### src/source/mpc_types.sv
package mpc_types;

    // ------------------------------------------------------------
    // Read path configuration
    // ------------------------------------------------------------

    // Reorder slots, also the number of request credits
    localparam int ROB_SIZE = 8;

    // Payload of one read completion
    localparam int DATA_W   = 128;

    // Upstream and downstream request address
    localparam int ADDR_W   = 32;

    // Slot index width, at least one bit
    localparam int ROB_ID_W = (ROB_SIZE > 1) ? $clog2(ROB_SIZE) : 1;

    // ------------------------------------------------------------
    // Shared types
    // ------------------------------------------------------------

    // Slot ID carried on the downstream issue and completion
    typedef logic [ROB_ID_W-1:0] rob_id_t;

    // One read payload
    typedef logic [DATA_W-1:0]   data_t;

endpackage

### src/source/rob_entry.sv
module rob_entry #(
    parameter int DataWidth = mpc_types::DATA_W
)
(
    input  logic                    clk,
    input  logic                    rst_n,

    input  logic                    enq_valid,
    output logic                    enq_ready,
    input  logic [DataWidth-1:0]    enq_data,

    output logic                    deq_valid,
    input  logic                    deq_ready,
    output logic [DataWidth-1:0]    deq_data
);

    logic                   entry_vld;
    logic [DataWidth-1:0]   entry_data;
    logic                   deq_hsked;

    assign deq_hsked = deq_valid & deq_ready;

    // Enqueue wins over a dequeue in the same cycle
    always_ff @(posedge clk)
    begin
        if (!rst_n)
            entry_vld <= 1'b0;
        else if (enq_valid)
            entry_vld <= 1'b1;
        else if (deq_hsked)
            entry_vld <= 1'b0;
    end

    always_ff @(posedge clk)
    begin
        if (enq_valid)
            entry_data <= enq_data;
    end

    // Slot can take a completion only when empty
    assign enq_ready = !entry_vld;

    assign deq_valid = entry_vld;
    assign deq_data  = entry_data;

endmodule

### src/source/rob_alloc.sv
module rob_alloc #(
    parameter int RobSize = mpc_types::ROB_SIZE
)
(
    input  logic                            clk,
    input  logic                            rst_n,

    // Upstream request
    input  logic                            req_valid,
    output logic                            req_ready,
    input  logic [mpc_types::ADDR_W-1:0]    req_addr,

    // Downstream issue
    output logic                            d_rd_valid,
    output logic [mpc_types::ADDR_W-1:0]    d_rd_addr,
    output mpc_types::rob_id_t              d_rd_rob_id,

    // One credit back per upstream delivery
    input  logic                            credit_rtn
);

    // Counter must reach RobSize itself
    localparam int CntW = $clog2(RobSize + 1);

    logic [CntW-1:0]        credit_cnt;
    mpc_types::rob_id_t     wr_ptr;
    logic                   issue;

    // ------------------------------------------------------------
    // Acceptance and downstream issue
    // ------------------------------------------------------------

    assign req_ready = (credit_cnt != '0);
    assign issue     = req_valid & req_ready;

    // Same cycle as the accept, no downstream ready
    assign d_rd_valid  = issue;
    assign d_rd_addr   = req_addr;
    assign d_rd_rob_id = wr_ptr;

    // ------------------------------------------------------------
    // Credits
    // ------------------------------------------------------------

    always_ff @(posedge clk)
    begin
        if (!rst_n)
        begin
            credit_cnt <= CntW'(RobSize);
        end
        else
        begin
            case ({issue, credit_rtn})
                2'b10:   credit_cnt <= credit_cnt - 1'b1;
                2'b01:   credit_cnt <= credit_cnt + 1'b1;
                default: credit_cnt <= credit_cnt;
            endcase
        end
    end

    // ------------------------------------------------------------
    // Write pointer, the next slot ID to hand out
    // ------------------------------------------------------------

    always_ff @(posedge clk)
    begin
        if (!rst_n)
        begin
            wr_ptr <= '0;
        end
        else if (issue)
        begin
            if (wr_ptr == mpc_types::rob_id_t'(RobSize - 1))
                wr_ptr <= '0;
            else
                wr_ptr <= wr_ptr + 1'b1;
        end
    end

endmodule

### src/source/rob.sv
module rob #(
    parameter int RobSize   = mpc_types::ROB_SIZE,
    parameter int DataWidth = mpc_types::DATA_W
)
(
    input  logic                    clk,
    input  logic                    rst_n,

    // Downstream completion, single-cycle strobe
    input  logic                    d_rc_valid,
    input  mpc_types::rob_id_t      d_rc_rob_id,
    input  logic [DataWidth-1:0]    d_rc_data,

    // Upstream channel
    input  logic                    u_kob_rob_req,
    input  logic                    u_ch_ready,
    output logic                    u_ch_valid,
    output logic [DataWidth-1:0]    u_ch_data,

    // To the allocator
    output logic                    credit_rtn
);

    logic [RobSize-1:0]     slot_free;
    logic [RobSize-1:0]     slot_valid;
    logic [RobSize-1:0]     slot_enq;
    logic [RobSize-1:0]     slot_deq;
    logic [DataWidth-1:0]   slot_data [RobSize];

    mpc_types::rob_id_t     rd_ptr;
    logic                   xfer;

    // ------------------------------------------------------------
    // Slot array
    // ------------------------------------------------------------

    generate
        for (genvar i = 0; i < RobSize; i++)
        begin : g_slot
            // Completion decode, only into an empty slot
            assign slot_enq[i] = d_rc_valid & slot_free[i]
                               & (d_rc_rob_id == mpc_types::rob_id_t'(i));

            // Only the head slot ever drains
            assign slot_deq[i] = u_kob_rob_req & u_ch_ready
                               & (rd_ptr == mpc_types::rob_id_t'(i));

            rob_entry #(
                .DataWidth  (DataWidth)
            ) u_rob_entry (
                .clk        (clk),
                .rst_n      (rst_n),
                .enq_valid  (slot_enq[i]),
                .enq_ready  (slot_free[i]),
                .enq_data   (d_rc_data),
                .deq_valid  (slot_valid[i]),
                .deq_ready  (slot_deq[i]),
                .deq_data   (slot_data[i])
            );
        end
    endgenerate

    // ------------------------------------------------------------
    // In-order drain
    // ------------------------------------------------------------

    assign u_ch_valid = u_kob_rob_req & slot_valid[rd_ptr];
    assign u_ch_data  = slot_data[rd_ptr];
    assign xfer       = u_ch_valid & u_ch_ready;

    // Freed slot goes back as a credit
    assign credit_rtn = xfer;

    always_ff @(posedge clk)
    begin
        if (!rst_n)
        begin
            rd_ptr <= '0;
        end
        else if (xfer)
        begin
            if (rd_ptr == mpc_types::rob_id_t'(RobSize - 1))
                rd_ptr <= '0;
            else
                rd_ptr <= rd_ptr + 1'b1;
        end
    end

endmodule

### src/source/mpc_read_path.sv
module mpc_read_path #(
    parameter int RobSize   = mpc_types::ROB_SIZE,
    parameter int DataWidth = mpc_types::DATA_W
)
(
    input  logic                            clk,
    input  logic                            rst_n,

    // Upstream request
    input  logic                            req_valid,
    output logic                            req_ready,
    input  logic [mpc_types::ADDR_W-1:0]    req_addr,

    // Downstream issue
    output logic                            d_rd_valid,
    output logic [mpc_types::ADDR_W-1:0]    d_rd_addr,
    output mpc_types::rob_id_t              d_rd_rob_id,

    // Downstream completion
    input  logic                            d_rc_valid,
    input  mpc_types::rob_id_t              d_rc_rob_id,
    input  logic [DataWidth-1:0]            d_rc_data,

    // Upstream channel
    input  logic                            u_kob_rob_req,
    input  logic                            u_ch_ready,
    output logic                            u_ch_valid,
    output logic [DataWidth-1:0]            u_ch_data
);

    logic credit_rtn;

    // ------------------------------------------------------------
    // Slot allocation against credits
    // ------------------------------------------------------------

    rob_alloc #(
        .RobSize        (RobSize)
    ) u_rob_alloc (
        .clk            (clk),
        .rst_n          (rst_n),
        .req_valid      (req_valid),
        .req_ready      (req_ready),
        .req_addr       (req_addr),
        .d_rd_valid     (d_rd_valid),
        .d_rd_addr      (d_rd_addr),
        .d_rd_rob_id    (d_rd_rob_id),
        .credit_rtn     (credit_rtn)
    );

    // ------------------------------------------------------------
    // Reorder buffer
    // ------------------------------------------------------------

    rob #(
        .RobSize        (RobSize),
        .DataWidth      (DataWidth)
    ) u_rob (
        .clk            (clk),
        .rst_n          (rst_n),
        .d_rc_valid     (d_rc_valid),
        .d_rc_rob_id    (d_rc_rob_id),
        .d_rc_data      (d_rc_data),
        .u_kob_rob_req  (u_kob_rob_req),
        .u_ch_ready     (u_ch_ready),
        .u_ch_valid     (u_ch_valid),
        .u_ch_data      (u_ch_data),
        .credit_rtn     (credit_rtn)
    );

endmodule

### config.mk
export PLATFORM = sky130hd
export DESIGN_NAME = mpc_read_path
export DESIGN_NICKNAME = d
export VERILOG_FILES = /design/src/source/mpc_types.sv /design/src/source/rob_entry.sv /design/src/source/rob_alloc.sv /design/src/source/rob.sv /design/src/source/mpc_read_path.sv
export SDC_FILE = /design/constraint.sdc
export NUM_CORES = 1
export LEC_CHECK = 0
export CAP_MARGIN = 20
export CORE_UTILIZATION = 55
export CTS_BUF_LIST = sky130_fd_sc_hd__clkbuf_16
export DETAILED_ROUTE_END_ITERATION = 16
export DONT_BUFFER_PORTS = 1
export PLACE_DENSITY = 0.78
export SLEW_MARGIN = 20
export SYNTH_ARGS = -nofsm -noshare
export SYNTH_HDL_FRONTEND = slang
export SYNTH_HIERARCHICAL = 1
export SYNTH_SLANG_ARGS = --single-unit
### constraint.sdc
create_clock -name clk -period 4.1 [get_ports clk]
set_input_delay 0.615 -clock clk [delete_from_list [all_inputs] [get_ports clk]]
set_output_delay 0.615 -clock clk [all_outputs]
set_load 0.005 [all_outputs]
# Word-level counts from Yosys, hierarchy flattened
# Index checks and enable logic that the tools add are counted.
[word_totals] register_bits=1042 latch_bits=0 mem_bits_rw=0 rom_bits=0 input_bits=169 output_inout_bits=166 elab_cells=123 memories=0
[classes] add_sub_neg=4 multipliers=0 div_mod_pow=0 n_lt_le_gt_ge=2 eq_ne=17 shift=0 n_mux=24 bitwise=37 reduce_logical=20
[ops] op="$bmux W128 S3" count=1
[ops] op="$mux W128" count=2
[ops] op="$and A1 B1 Y1" count=36
[ops] op="$eq A3 B3 Y1 const B" count=9
[ops] op="$reduce_bool A2 Y1" count=9
[ops] op="$mux W1" count=17
[ops] op="$eq A3 B2 Y1 const B" count=4
[ops] op="$logic_not A1 Y1" count=8
[ops] op="$pmux W4 S2" count=1
[ops] op="$add A3 B1 Y3 const B" count=2
[ops] op="$eq A3 B1 Y1 const B" count=2
[ops] op="$logic_not A3 Y1" count=2
[ops] op="$mux W3" count=2
[ops] op="$add A4 B1 Y4 const B" count=1
[ops] op="$ge A4 B4 Y1 const B" count=1
[ops] op="$lt A3 B4 Y1 const B" count=1
[ops] op="$not A3 Y4" count=1
[ops] op="$reduce_bool A4 Y1" count=1
[ops] op="$sub A4 B1 Y4 const B" count=1
[ops] op="$bmux W1 S3" count=1
[ops] op="$eq A2 B1 Y1 const B" count=1
[ops] op="$eq A2 B2 Y1 const B" count=1

# Logic depth before layout (Yosys ltp)
[depth] ltp_word=6 depth_mapped=13 mapped_depth_nobuf=11

# By module
# Netlist, hierarchy kept.
[modules_own_cells] module="rob_entry" n_inst=8 cells_each=132 area_each_um2=3881.2 seq_area_each_um2=3863.7
[modules_own_cells] module="rob" n_inst=1 cells_each=784 area_each_um2=8086.5 seq_area_each_um2=60.1
[modules_own_cells] module="rob_alloc" n_inst=1 cells_each=75 area_each_um2=663.1 seq_area_each_um2=140.1

# Worst setup path before layout
# OpenSTA, ideal clock, no wires.
[synth_timing] path_kind="input-to-reg" startpoint="input d_rc_valid" endpoint="register u_rob.g_slot[0].u_rob_entry.entry_data[0], enable pin" setup_time_ns=0.504 arrival_time_ns=3.826 required_ns=3.596 slack_ns=-0.229 cell_stages=2 path_buffers=0 cell_sequence="nor2b_1 and3_1"
[synth_between] elab_chain_cells=2
[synth_rtl] element="start, declared" line_no="mpc_read_path.sv:20" rtl="input logic d_rc_valid,"
[synth_rtl] element="$and A1 B1 Y1" line_no="rob.sv:41" rtl="assign slot_enq[i] = d_rc_valid & slot_free[i]"
[synth_rtl] element="$and A1 B1 Y1" line_no="rob.sv:42" rtl="& (d_rc_rob_id == mpc_types::rob_id_t'(i));"
[synth_rtl] element="via u_rob.slot_enq[0]" line_no="rob.sv:26" rtl="logic [RobSize-1:0] slot_enq;"
[synth_rtl] element="end signal, assigned" line_no="rob_entry.sv:37" rtl="entry_data <= enq_data;"
[synth_rtl] element="end, declared" line_no="rob_entry.sv:18" rtl="logic [DataWidth-1:0] entry_data;"
# The timed path passes the listed nets, and every way through them passes these cells.
# A chain may end at the register's enable or synchronous reset.

# Worst setup path in the final report
[layout_timing] startpoint="register u_rob.rd_ptr[0]" endpoint="output u_ch_data[59]"
[layout_between] elab_chain_cells=4
[layout_rtl] element="start, declared" line_no="rob.sv:30" rtl="mpc_types::rob_id_t rd_ptr;"
[layout_rtl] element="start signal, assigned" line_no="rob.sv:85" rtl="rd_ptr <= rd_ptr + 1'b1;"
[layout_rtl] element="$not A3 Y4 (implied by the code)" line_no="rob.sv:68" rtl="assign u_ch_data = slot_data[rd_ptr];"
[layout_rtl] element="$bmux W128 S3" line_no="rob.sv:68"
[layout_rtl] element="$mux W128 (implied by the code) (2 in series)" line_no="rob.sv:68"
[layout_rtl] element="end, declared" line_no="mpc_read_path.sv:28" rtl="output logic [DataWidth-1:0] u_ch_data"
# Every way passes these cells. The select of a mux whose other input is x is not followed.

==> results.txt <==
After technology mapping, the gate count stands at 1915. The share of the clock period used by the worst path after layout came out at 85.5%. The switching power share of the total is 19.6%. The post-synthesis average cell area is 20.8 um^2.

The number of antenna violations at the first check in global routing is 1. The post-route netlist has 22.6% of its cells at a drive strength greater than 1. The number of antenna cells inserted is 0. The part of the power in combinational logic is 2.0%. The setup slack of the most critical reg-to-reg path is 1.09 ns. The area of the core region came out at 71500 um^2.

The number of nets with antenna violations after routing is 0. For hold timing, the worst endpoint is u_rob/g_slot[0].u_rob_entry/deq_data[68]$_DFFE_PP_. The global-route wire length before repair is 122000 um. The cell leakage power came out at 14.1 nW. The length of the first detailed-routing pass in iterations came out at 5.

The total vias in the final route came out at 18100. The signal on the critical path passes through buf_12 -> mux4_2 -> nand2_1 -> nand2_1. The highest clock rate is 285 MHz. The final core area utilization is 61.7%. The run finished with clean final reports.

The maximum buffer depth of the clock tree came out at 3. The largest incremental delay on the critical path came out at 0.62 ns. The worst setup path is captured at a primary output.

Setup repair after global routing left no endpoint under its margin. The endpoint identified for the worst register-to-register timing path is u_rob_alloc/credit_cnt[3]$_SDFFE_PN1P_. The most prevalent standard cell on the critical path is sky130_fd_sc_hd__nand2_1. The setup total negative slack is 0 ns. The number of cells traversed by the worst register-to-register path came out at 11. The post-synthesis cell area came out at 39800 um^2. The clock network fraction of design power is 41.5%. The number of setup violations in the final report is 0.

The data arrival time of the worst path is 2.89 ns. The final non-filler cell area is 44100 um^2. The routed length per placed instance is 27.6 um. After legalization and detailed placement, the total HPWL measured 43700 um. Among all stages on the critical path, the largest delay is contributed by sky130_fd_sc_hd__mux4_2. Along the worst path, the maximum fanout reaches 109. The sum of overflow across all layers after global routing came out at 0. The initial core utilization came out at 55.7%. The relative area change from synthesis to final layout came out at 10.9%. The average via count per standard cell is 6.07. The total number of yosys warnings is 6. The internal portion of total power came out at 0.0171 W. The number of sinks handled by clock tree synthesis came out at 1042. The number of distinct library cell variants in the gate-level netlist after synthesis is 35. The count of standard-cell rows is 98. The total global-route track usage is 22.8%. At the pin with the least slew margin, the transition time is 1.15 ns. The count of nets after finishing came out at 2127.

The number of global-route vias before repair came to 19000. After synthesis the netlist holds a flip-flop and latch count of 1042. In this design, the largest share of critical-path delay is due to multiplexers. The floorplan die area is 73400 um^2. The startpoint identified for the worst register-to-register timing path is u_rob/rd_ptr[0]$_SDFFE_PN0P_. The net count after synthesis came out at 2096. The max-cap violation count is 0. The post-synthesis cell type with the largest combined area is sky130_fd_sc_hd__edfxtp_1. The worst hold-check slack came out at 0.0405 ns. The count of pins over their slew limit was 0. The H-tree level count came out at 3. At the end of routability-driven placement, the weighted congestion stood at 0.760. The number of fill cells in the layout is 4619. The final critical delay including setup and external delays came out at 3.51 ns. The clock-pin slew reported for the worst setup and hold paths after clock tree synthesis is 0.06 ns. The worst setup path is launched from a flip-flop. Entering global routing, the biggest net connects 146 pins. The number of buffers inserted during clock tree synthesis is 102. The min-delay analysis places its worst path in the category input port to flip-flop. Input and output buffers added on the ports amount to 0. The later-pin clock latency in the skew report came out at 0.65 ns. The wire length reported by the detailed router came out at 82200 um. The sequential group share of total power is 56.4%. The fraction of the yosys area taken by sequential cells came out at 78.2%. The DRC violation total after the first TritonRoute iteration is 1383. For this design the total switching power over the nets is 0.00418 W. In the post-synthesis netlist, the biggest area contributors are sky130_fd_sc_hd__edfxtp_1, sky130_fd_sc_hd__mux4_2, sky130_fd_sc_hd__nand2_1. The startpoint identified for the worst hold timing path is d_rc_data[68]. The count of cells along the worst hold path is 0. In this run the horizontal extent of the chip is 271 um. The buffers plus inverters on the worst setup path is 1.

The tree is rooted in a sky130_fd_sc_hd__clkbuf_16. The boundary pin count is 335. Once placement finished, the instance area stood at 40900 um^2.

The total count of hold-check failures in the final report came out at 0. The critical path in this run is classified as flip-flop to primary output. Dividing total power by cell area gives a power density of 482 nW/um^2. The share of the synthesized area in the top cell type came out at 77.3%. The floorplan die height came out at 271 um. The required time at the worst-slack endpoint is 3.48 ns.

The total power draw is 0.0213 W. The relative slew slack is 23.5%. For this run, design rule violations remaining after detail routing come to 0. The final worst clock skew is 0.0263 ns. The peak ir drop on the vdd network came out at 0.520 mV. The clock tree from TritonCTS is yes.
worst reg2reg max path, delay by kind of cell (launching register included):
family          cells  cell delay (ns)
flops               1             0.52
buf+inv             2             0.22
fa+ha+maj           2             0.50
mux                 2             0.75
compound gates      4             0.71
simple gates        1             0.21
layout by cell type, fill, tap and decap left out, types with 14 or more instances in the layout:
cell                        netlist  layout
sky130_fd_sc_hd__edfxtp_1      1024    1024
sky130_fd_sc_hd__nand2_1        394     394
sky130_fd_sc_hd__mux4_2         256     256
sky130_fd_sc_hd__clkbuf_16        0     104
sky130_fd_sc_hd__inv_1           13      36
sky130_fd_sc_hd__buf_4           45      24
sky130_fd_sc_hd__clkinv_1         1      20
sky130_fd_sc_hd__buf_12           0      18
sky130_fd_sc_hd__clkinv_2         0      17
sky130_fd_sc_hd__dfxtp_1         18      15
sky130_fd_sc_hd__nor2b_1         14      14
metrics by stage:
step / worst slack [ns] / cells
6_report: 0.594 / 2975
5_1_grt: 0.403 / 2975
4_1_cts: 0.551 / 2970
3_5_place_dp: 1.12 / 2787
3_3_place_gp: 1.23 / 2787
2_1_floorplan: 1.13 / 1915
synth_stat cells:
cell type	instances
sky130_fd_sc_hd__a2bb2oi_1	1
sky130_fd_sc_hd__buf_6	2
sky130_fd_sc_hd__nand3_1	4
sky130_fd_sc_hd__nand3b_1	1
sky130_fd_sc_hd__mux4_2	256
sky130_fd_sc_hd__nand2b_1	2
sky130_fd_sc_hd__buf_4	45
sky130_fd_sc_hd__or4_4	1
sky130_fd_sc_hd__mux2_2	2
sky130_fd_sc_hd__and4_1	2
sky130_fd_sc_hd__nand2_1	394
sky130_fd_sc_hd__or3_2	1
sky130_fd_sc_hd__dfxtp_1	18
sky130_fd_sc_hd__a22oi_1	1
sky130_fd_sc_hd__and2_1	4
sky130_fd_sc_hd__nor2_1	4
sky130_fd_sc_hd__o21a_1	8
sky130_fd_sc_hd__ha_1	11
sky130_fd_sc_hd__a211oi_1	1
sky130_fd_sc_hd__fa_1	1
sky130_fd_sc_hd__a21boi_2	3
sky130_fd_sc_hd__clkbuf_1	32
sky130_fd_sc_hd__nand2_4	1
sky130_fd_sc_hd__buf_1	3
sky130_fd_sc_hd__clkinv_1	1
sky130_fd_sc_hd__nor2b_1	14
sky130_fd_sc_hd__edfxtp_1	1024
sky130_fd_sc_hd__o21ai_0	1
sky130_fd_sc_hd__inv_1	13
sky130_fd_sc_hd__and3_1	15
sky130_fd_sc_hd__a31oi_1	1
sky130_fd_sc_hd__mux2i_1	7
sky130_fd_sc_hd__buf_2	38
sky130_fd_sc_hd__a21oi_1	1
sky130_fd_sc_hd__xnor2_1	2
worst max-delay path by stage:
stage	to	from	slack, ns	cells past startpoint
detailed placement	u_rob_alloc/credit_cnt[3]$_SDFFE_PN1P_	u_rob/rd_ptr[0]$_SDFFE_PN0P_	1.12	11
global placement	u_rob_alloc/credit_cnt[3]$_SDFFE_PN1P_	u_rob/rd_ptr[0]$_SDFFE_PN0P_	1.23	11
floorplan	u_rob/g_slot[6].u_rob_entry/deq_data[0]$_DFFE_PP_	d_rc_valid	1.13	2
CTS	u_ch_data[127]	u_rob/rd_ptr[0]$_SDFFE_PN0P_	0.55	4
finish	u_ch_data[59]	u_rob/rd_ptr[0]$_SDFFE_PN0P_	0.59	4
global route	u_ch_data[92]	u_rob/rd_ptr[0]$_SDFFE_PN0P_	0.40	4
power groups by stage:
stage / combinational [W] / sequential [W] / clock (W)
after global placement: 0.000418 / 0.0122 / 0
after global routing: 0.000461 / 0.0120 / 0.00938
after floorplan: 0.000312 / 0.0122 / 0
final: 0.000431 / 0.0120 / 0.00884
after detailed placement: 0.000429 / 0.0122 / 0
after CTS: 0.000432 / 0.0120 / 0.00900
what timing repair did:
item	in CTS	in global routing
setup endpoints to repair	0	0
hold buffers	0	5
setup buffers	0	0
hold endpoints to repair	0	15
resized for setup	0	0
state kept, by name (all words and copies together), names as in the netlist:
| register | count |
|---|---|
| u_rob/g_slot.u_rob_entry/deq_valid | 8 |
| u_rob_alloc/d_rd_rob_id | 3 |
| u_rob/rd_ptr | 3 |
| u_rob/g_slot.u_rob_entry/deq_data | 1024 |
| u_rob_alloc/credit_cnt | 4 |
cell type report:
type / instances / area, um^2 / share of cell area (%)
Tap cell: 950 / 1190 / 2.69
Multi-Input combinational cell: 739 / 7990 / 18.1
Inverter: 14 / 55.1 / 0.125
Clock inverter: 79 / 588 / 1.33
Clock buffer: 104 / 2600 / 5.90
Sequential cell: 1042 / 31100 / 70.5
Timing Repair Buffer: 47 / 591 / 1.34
cells by family (layout without fill, tap and decap cells):
group	after synthesis	in the layout	synth area share, %
flops	1042	1042	78.2
simple gates	443	443	4.49
mux	265	265	14.7
buf+inv	134	244	1.85
compound gates	17	17	0.336
fa+ha+maj	12	12	0.396
xor+xnor	2	2	0.0440
layer usage:
layer | up-vias | wire length [um] | track usage, % | part of all wire (%)
met5 | - | 13 | 0 | 0.016
met4 | 2 | 2500 | 7.82 | 3.0
met3 | 173 | 6540 | 6.20 | 8.0
met2 | 707 | 42800 | 39.1 | 52
met1 | 9509 | 30400 | 27.9 | 37
li1 | 7670 | - | - | -
Note: power is estimated with default switching activity, not from simulation.
